**src/rtl/snow_fifo.sv**
```systemverilog
`timescale 1ns/1ps

module snow_fifo #(
  parameter type T     = logic [31:0],
  parameter int  DEPTH = 4
) (
  input  logic CPU_CLK,
  input  logic RST,
  input  logic push,
  input  T     push_data,
  input  logic pop,
  output T     head,
  output logic empty
);
  localparam int AW = (DEPTH > 1) ? $clog2(DEPTH) : 1;
  localparam int CW = $clog2(DEPTH + 1);

  T              buf_mem [DEPTH];
  logic [AW-1:0] wr_ptr_q;
  logic [AW-1:0] rd_ptr_q;
  logic [CW-1:0] count_q;

  function automatic logic [AW-1:0] ptr_inc(input logic [AW-1:0] ptr);
    if (ptr == AW'(DEPTH - 1))
      return '0;  // wrap for any depth
    return ptr + 1'b1;
  endfunction

  always_ff @(posedge CPU_CLK)
  begin
    if (push)
      buf_mem[wr_ptr_q] <= push_data;
  end

  always_ff @(posedge CPU_CLK)
  begin
    if (!RST)
    begin
      wr_ptr_q <= '0;
      rd_ptr_q <= '0;
      count_q  <= '0;
    end
    else
    begin
      if (push)
        wr_ptr_q <= ptr_inc(wr_ptr_q);
      if (pop)
        rd_ptr_q <= ptr_inc(rd_ptr_q);

      case ({push, pop})
        2'b10:   count_q <= count_q + 1'b1;
        2'b01:   count_q <= count_q - 1'b1;
        default: count_q <= count_q;
      endcase
    end
  end

  assign head  = buf_mem[rd_ptr_q];  // always visible
  assign empty = (count_q == '0);

endmodule

```
**config.mk**
```make
export PLATFORM = sky130hd
export DESIGN_NAME = snow_fifo
export DESIGN_NICKNAME = d
export VERILOG_FILES = /design/src/rtl/snow_fifo.sv
export SDC_FILE = /design/constraint.sdc
export NUM_CORES = 1
export LEC_CHECK = 0
export ABC_AREA = 0
export BUFFER_PORTS_ARGS = -buffer_cell sky130_fd_sc_hd__buf_2
export CAP_MARGIN = 20
export CORE_ASPECT_RATIO = 0.9
export CORE_MARGIN = 5
export CORE_UTILIZATION = 41
export DETAILED_ROUTE_END_ITERATION = 12
export HOLD_SLACK_MARGIN = 0.08
export PLACE_DENSITY = 0.58
export SLEW_MARGIN = 20
export SYNTH_ARGS = -nofsm -noshare
export SYNTH_HDL_FRONTEND = slang
export SYNTH_SLANG_ARGS = --single-unit
```
**constraint.sdc**
```tcl
create_clock -name CPU_CLK -period 2.2 [get_ports CPU_CLK]
set_input_delay 0 -clock CPU_CLK [delete_from_list [all_inputs] [get_ports CPU_CLK]]
set_output_delay 0 -clock CPU_CLK [all_outputs]
set_load 0.01 [all_outputs]
```
==> flow_summary.ini <==
[timing]
holdWs_ns = 0.350
clock_skew_ns = 0.00351
min_period_over_period_pct = 87.6
rsz0062_at_grt = false
slew_violations = 0
worst_pin_slew_ns = 0.588
setup_viol = 0
hold_violations = 0
fin_tns_setup_ns = 0
fmax_ghz = 0.519
slew_headroom_pct = 60.8
min_period_ns = 1.93

[critical_path]
crit_path_end_kind = primary output
regToRegSetupSlack_ns = 0.63
r2r-end = count_q[2]$_SDFFE_PN0P_
cp_top_family = flip-flops
worst-path-max-fanout = 10
cp.buffers_inverters = 2
crit_arrival_ns = 1.93
critical_path.max_stage_delay_ns = 0.55
cp-start-kind = flop
critPathKind = flop to primary output
worst-r2r-cell-count = 5
crit_slowest_cell = dfxtp_2
required_ns = 2.20
path_cells = buf_4 > mux4_2 > buf_2
regToRegStartpoint = count_q[0]$_SDFFE_PN0P_

[synthesis]
synth.avg_cell_area_um2 = 24.0
syn_inst = 213
synth-xor-area-share_pct = 0.343
synthSimpleGateAreaFrac_pct = 1.71
synth_compound_area_share_pct = 0.636
synthAdderAreaFrac_pct = 1.86
netlist_area_um2 = 5110
seq_area_frac_synth_pct = 78.7
ys_seq_elements = 137
synth_cell_types = 23
yosysWarningCount = 0
synth_nets = 256
synth_mux_area_share_pct = 14.6
synth_top_family_by_area = multiplexers

[clock_network]
cts_root_buf = clkbuf_16
htree_levels = 4
path_clk_slew_ns = 0.05
clk_latency_ns = 0.40
cts_buffer_depth = 2
cts_buffers = 17
cts_tree = yes
clock-sinks = 137
postCtsSetupRepairBufs = 0

[floorplan]
dieArea_um2 = 14800
die_h_um = 116
initial_core_util_pct = 42.2
io_pins = 69
rows = 38
die_x_um = 128
core-area_um2 = 12100

[place]
gp_congestion = 0.686
post_dp_cell_area_um2 = 5660
port-buffer-count = 68
placedCellCount = 442
dp_hpwl_mm = 5.55

[grt]
grt_pass1_vias = 2573
overflow = 0
grt.total_usage_pct = 13.4
grt_max_degree = 33
antenna_found_initial = 0
grt_pass1_wl_mm = 14.4

[layout]
n_antenna_cell = 0
fin_nets = 380
postLayoutCellArea_um2 = 6630
syn_to_final_growth_pct = 29.7
drive_gt1_share_pct = 40.1
fin_cells = 509

[route]
drt-initial-drc-count = 137
routed_via_density = 4.83
drc_errors = 0
final_antenna_net_count = 0
first_pass_iters = 4
via_count = 2459
wl_per_cell_um = 18.0
routed_wl_mm = 9.14

[power_and_ir_drop]
peakVddDrop_v = 0.000582
p_leak_nw = 2.32
p_per_area_nw_per_um2 = 966

[min_path]
min_to = buf_mem[1][15]$_DFFE_PP_
hp-class = input pin to flop
min_path_cells = 2
min-delay-start = push_data[15]

[outcome]
status = finished clean

[job]
max_cap_viol_count = 0
flip-flops by register name (all words and copies together), names as in the netlist, named ones only:
register	cells
buf_mem	128
count_q	3
rd_ptr_q	2
wr_ptr_q	2
worst reg2reg max path: cells and delay by family (launching register included):
family                   cells  cell delay [ns]
buffers and inverters        1             0.07
AND/OR/NAND/NOR              1             0.30
flip-flops                   1             0.35
XOR/XNOR                     1             0.16
AO/OA/AOI/OAI                1             0.18
adder cells (fa/ha/maj)      1             0.44
worst max path at each step:
stage / to / slack, ns / cells after the start
4_1_cts: head[2] / 0.22 / 3
3_5_place_dp: buf_mem[0][26]$_DFFE_PP_ / 0.65 / 4
2_1_floorplan: buf_mem[2][0]$_DFFE_PP_ / 0.47 / 3
3_3_place_gp: head[2] / 0.68 / 3
6_report: head[2] / 0.27 / 3
5_1_grt: head[2] / 0.13 / 3
cells in the final DEF (no fill, tap or decap):
cell,count
clkinv_4,4
mux2i_1,2
clkinvlp_4,1
buf_2,68
clkinv_2,2
buf_4,6
ha_1,6
nor3b_1,1
and2_2,4
edfxtp_1,128
dfxtp_1,7
nor3_1,2
dlygate4sd3_1,36
dfxtp_2,2
o21a_1,2
bufinv_16,4
nor2b_1,3
xnor2_1,1
clkinv_1,1
xor2_1,1
mux4_2,30
clkbuf_1,2
nand2_1,1
or3_1,1
nor2_1,1
buf_12,2
inv_1,6
a21boi_0,1
mux4_1,2
o21ai_0,2
fa_1,1
and2_1,2
clkbuf_16,17
Yosys cell counts, drive strengths merged:
| library cell | n | share of area [%] |
|---|---|---|
| edfxtp | 128 | 75 |
| mux4 | 32 | 14 |
| dfxtp | 9 | 3.5 |
| buf | 7 | 1.7 |
| and2 | 6 | 0.73 |
| ha | 6 | 1.5 |
| inv | 6 | 0.44 |
| nor2b | 3 | 0.37 |
| mux2i | 2 | 0.39 |
| nor3 | 2 | 0.20 |
| o21a | 2 | 0.29 |
| o21ai | 2 | 0.20 |
| a21boi | 1 | 0.15 |
| fa | 1 | 0.39 |
| nand2 | 1 | 0.073 |
| nor2 | 1 | 0.073 |
| nor3b | 1 | 0.15 |
| or3 | 1 | 0.12 |
| xnor2 | 1 | 0.17 |
| xor2 | 1 | 0.17 |
final cells by class:
class	count	area, µm²
clock buffer	19	433
sequential	137	4030
tap	160	200
timing repair buffer	112	786
inverter	6	22.5
multi-input combinational	63	986
fill	937	5490
clock inverter	12	176
stage by stage:
stage               setup WS, ns  utilization (%)  power (mW)
global placement           0.677             46.7        3.54
detailed placement         0.654             46.7        3.55
finish                     0.273             54.7        6.40
global route               0.134             54.7        6.66
floorplan                  0.468                -        3.35
CTS                        0.218             54.7        6.50
per-layer routing:
layer	GRT usage [%]	wire, µm
met3	3.92	558
met1	18.4	4200
met4	5.30	125
met5	0	0
met2	20.4	4250
power by group:
group          internal, mW  switching [mW]
Combinational         0.270           0.250
Sequential             2.97          0.0468
Clock                  1.89           0.981
Total                  5.12            1.28
timing repair:
| action | 4_1_cts | 5_1_grt |
|---|---|---|
| gates resized for setup | 0 | 0 |
| hold endpoints to repair | 137 | 0 |
| hold buffers | 36 | 0 |
kinds of logic (layout without fill, tap and decap cells):
group | after synthesis | in the layout
AO/OA/AOI/OAI | 5 | 5
XOR/XNOR | 2 | 2
adder cells (fa/ha/maj) | 7 | 7
multiplexers | 34 | 34
AND/OR/NAND/NOR | 15 | 15
flip-flops | 137 | 137
buffers and inverters | 13 | 149
Power figures use the tool's default switching activity.
