### src/rtl/snow_pkg.sv
package snow_pkg;

  // ----------------------------------------
  // sizing
  localparam int FIFO_DEPTH_DFLT = 4;  // request/response FIFO entries

  // ----------------------------------------
  // CPU side
  typedef struct packed {
    logic [31:0] addr;   // virtual address
    logic        we;     // 1 = write
    logic [31:0] wdata;
  } cpu_req_t;

  typedef struct packed {
    logic [31:0] rdata;  // zero on writes and faults
    logic        fault;  // vtag mismatch
  } cpu_rsp_t;

  // ----------------------------------------
  // translation
  typedef struct packed {
    logic [15:0] vtag;   // compared against vaddr[31:16]
    logic [15:0] ptag;   // replaces vaddr[31:16]
  } tlb_entry_t;

  typedef struct packed {
    logic [7:0] idx;     // entry slot, vaddr[15:8]
    tlb_entry_t entry;
  } tlb_wr_t;

  // ----------------------------------------
  // memory side, also the FIFO payloads
  typedef struct packed {
    logic [31:0] addr;   // physical address
    logic        we;
    logic [31:0] wdata;
  } mem_cmd_t;

  typedef struct packed {
    logic [31:0] rdata;
    logic        was_write;  // write answers only return a credit
  } mem_rsp_t;

endpackage

### src/rtl/snow_mem_port.sv
`timescale 1ns/1ps

module snow_mem_port (
  input  logic               CPU_CLK,
  input  logic               RST,
  input  logic               req_empty,
  input  snow_pkg::mem_cmd_t req_head,
  output logic               req_pop,
  output logic               mem_cmd_stb,
  output snow_pkg::mem_cmd_t mem_cmd,
  input  logic               mem_ack,
  input  logic [31:0]        mem_rdata,
  output logic               rsp_push,
  output snow_pkg::mem_rsp_t rsp_data
);

  typedef enum logic {
    ST_IDLE,
    ST_WAIT
  } state_t;

  state_t state_q;
  logic   ack_seen;

  assign req_pop  = (state_q == ST_IDLE) && !req_empty;  // take the head
  assign ack_seen = (state_q == ST_WAIT) && mem_ack;

  // ----------------------------------------
  // sequencer
  always_ff @(posedge CPU_CLK)
  begin
    if (!RST)
    begin
      state_q     <= ST_IDLE;
      mem_cmd_stb <= 1'b0;
      rsp_push    <= 1'b0;
    end
    else
    begin
      mem_cmd_stb <= req_pop;   // one pulse per command
      rsp_push    <= ack_seen;

      case (state_q)
        ST_IDLE:
          if (req_pop)
            state_q <= ST_WAIT;
        ST_WAIT:
          if (mem_ack)
            state_q <= ST_IDLE;
        default:
          state_q <= ST_IDLE;
      endcase
    end
  end

  // ----------------------------------------
  // command and answer payload
  always_ff @(posedge CPU_CLK)
  begin
    if (req_pop)
      mem_cmd <= req_head;

    if (ack_seen)
    begin
      rsp_data.rdata     <= mem_rdata;  // valid with the ack on reads
      rsp_data.was_write <= mem_cmd.we;
    end
  end

endmodule

### config.mk
export PLATFORM = sky130hd
export DESIGN_NAME = snow_mem_port
export DESIGN_NICKNAME = d
export VERILOG_FILES = /design/src/rtl/snow_pkg.sv /design/src/rtl/snow_mem_port.sv
export SDC_FILE = /design/constraint.sdc
export NUM_CORES = 1
export LEC_CHECK = 0
export BUFFER_PORTS_ARGS = -buffer_cell sky130_fd_sc_hd__clkbuf_2
export CORE_MARGIN = 8
export CORE_UTILIZATION = 35
export DETAILED_ROUTE_END_ITERATION = 7
export GPL_TIMING_DRIVEN = 0
export HOLD_SLACK_MARGIN = 0.1
export PLACE_DENSITY = 0.69
export SYNTH_ARGS = -nofsm -noshare
export SYNTH_HDL_FRONTEND = slang
export SYNTH_SLANG_ARGS = --single-unit
### constraint.sdc
create_clock -name CPU_CLK -period 4.4 [get_ports CPU_CLK]
set_input_delay 0 -clock CPU_CLK [delete_from_list [all_inputs] [get_ports CPU_CLK]]
set_output_delay 0 -clock CPU_CLK [all_outputs]
set_load 0.01 [all_outputs]
==> results.py <==
metrics = {
    "detailed_routing": {
        "avgViaCountPerCell": 4.22,
        "dr.pass1.iters": 4,
        "drc": 0,
        "drtIter0Drc": 65,
        "vias": 2257,
        "ant_nets": 0,
        "drt_wl_total_um": 9400,
        "routedWlPerCell_um": 17.6,
    },
    "clock_tree": {
        "cts_buffer_depth": 2,
        "cts.sinks": 101,
        "tritoncts": "built",
        "numCtsBuffers": 9,
        "cts-root-buf": "clkbuf_8",
        "cts_setup_buffers": 0,
        "clkLatencyLatePin_ps": 350,
        "h-tree-depth": 3,
        "clk_pin_slew_ps": 100,
    },
    "critical_path": {
        "worst_ep_required_time_ps": 4400,
        "critPathKind": "reg2out",
        "crit_chain": "nor2_4 > buf_12 > clkbuf_2",
        "cp_slowest_cell": "nor2_4",
        "worst_setup_path_start_kind": "flip-flop",
        "cp-end-kind": "output port",
        "slowest_delay_ps": 730,
        "cp.buffers_inverters": 2,
        "crit_path_max_fanout": 37,
        "arrival_ps": 1940,
        "crit_family": "simple AND/OR/NAND/NOR gates",
    },
    "timing": {
        "fin_skew_ps": 11.2,
        "slew_headroom_pct": 39.0,
        "fmax_ghz": 0.515,
        "setup_violations": 0,
        "max_slew.worst_pin.slew_ps": 913,
        "fin_ws_ps": 2460,
        "slew_violations": 0,
        "final.min_clock_period_ps": 1940,
        "hold_viol": 0,
        "rsz0062_at_grt": "false",
        "fin_crit_sh_pct": 44.1,
    },
    "layout": {
        "multi_input_area_um2": 52.6,
        "layout_common_cells": "clkbuf_2, dlygate4sd3_1, edfxtp_1",
        "fillers": 621,
        "final_nets": 521,
        "layout_commonest_cell": "clkbuf_2",
        "utilization_pct": 62.8,
        "seq_area_um2": 3000,
        "drive_gt1_share_pct": 51.8,
        "final_cell_area_um2": 5400,
        "area_growth_pct": 77.0,
    },
    "power_and_ir_drop": {
        "ir_drop_uv": 244,
        "total_power_uw": 1880,
        "power_density_nw_per_um2": 348,
        "leakage_uw": 0.00232,
    },
    "yosys": {
        "syn-cell-area_um2": 3050,
        "ys_seq_area_share_pct": 98.5,
        "yosysTopAreaCell": "edfxtp_1",
        "yosysUniqueCellTypes": 8,
        "synth.avg_cell_area_um2": 28.5,
        "ys_seq_elements": 101,
        "syn_inst": 107,
        "yosys_warnings": 0,
        "syn_nets": 208,
        "yosys-top-cells-area": "edfxtp_1, dfxtp_1, nor3b_2",
        "synth_top_area_share_pct": 96.6,
    },
    "floorplanning": {
        "initial_core_util_pct": 35.5,
        "die-area_um2": 12000,
        "rows": 34,
        "die_w_um": 109,
        "boundaryPins": 202,
        "coreArea_um2": 8590,
        "die_height_um": 109,
    },
    "placement": {
        "gp_congestion": 0.730,
        "pre_cts_ws_ps": 2670,
        "placed_area_um2": 4220,
        "hpwl_um": 6270,
        "port-buffer-count": 201,
    },
    "grt": {
        "grt_pass1_vias": 2544,
        "antenna_found_initial": 2,
        "overflow": 0,
        "grt_pass1_wl_um": 13600,
        "grt_max_degree": 38,
        "track_usage_pct": 15.2,
    },
    "min_path": {
        "hold_class": "in2reg",
    },
    "run": {
        "drv_cap": 0,
    },
    "outcome": {
        "status": "completed",
    },
}
-- synth_stat cells --
| master | count |
|---|---|
| edfxtp_1 | 98 |
| dfxtp_1 | 3 |
| and2_1 | 1 |
| and2_2 | 1 |
| and2b_1 | 1 |
| and3_2 | 1 |
| nor2_1 | 1 |
| nor3b_2 | 1 |
-- path summary, 6_finish.rpt --
path / start / endpoint / slack [ps] / cells past startpoint
setup / recovery: state_q / req_pop / 2460 / 3
hold / removal: req_head[30] / mem_cmd[30] / 350 / 2
setup reg to reg: state_q / mem_cmd[11] / 2670 / 2
hold reg to reg: mem_cmd[32] / rsp_data[0] / 460 / 0
-- layout make-up --
type | instances | share of cell area, %
Sequential cell | 101 | 55.7
Timing Repair Buffer | 302 | 37.6
Tap cell | 108 | 2.50
Clock buffer | 11 | 2.44
Multi-Input combinational cell | 6 | 0.974
Clock inverter | 5 | 0.765
Antenna cell | 2 | 0.0928
-- power breakdown --
part           internal, µW  leakage [µW]  switching (µW)
logic                   123       0.00129             100
registers              1110      0.000950            14.7
clock network           213     0.0000810             313
total                  1450       0.00232             428
-- stage by stage --
stage	setup TNS (ps)	hold slack, ps	cells
final	0	350	535
after global routing	0	337	535
after CTS	0	327	533
after detailed placement	0	179	417
after global placement	-12820	177	416
after floorplan	0	98.9	107
-- timing repair --
item / in CTS / in global routing
resized for setup: 0 / 0
hold buffers: 100 / 0
endpoints found under the hold margin: 100 / 0
-- sequential cells by signal (all words and copies together), names as in the netlist --
register	count
mem_cmd	65
mem_cmd_stb	1
rsp_data	33
rsp_push	1
state_q	1
-- per-layer routing --
layer	GRT usage [%]	vias up	part of all wire, %
met5	0	-	0
met4	6.17	0	1.6
met3	9.73	15	17
met2	23.8	164	45
met1	16.0	1022	36
li1	-	1056	-
-- worst reg2reg max path, cell delays in order (launching register included) --
cell and delay [ps]:
dfxtp_1 360, nor2_4 730, buf_12 310
-- cells by family after synthesis --
family           share of synthesized area (%)
AND/OR/NAND/NOR                           1.48
flip-flops                                98.5
Note: power is estimated with default switching activity, not from simulation.
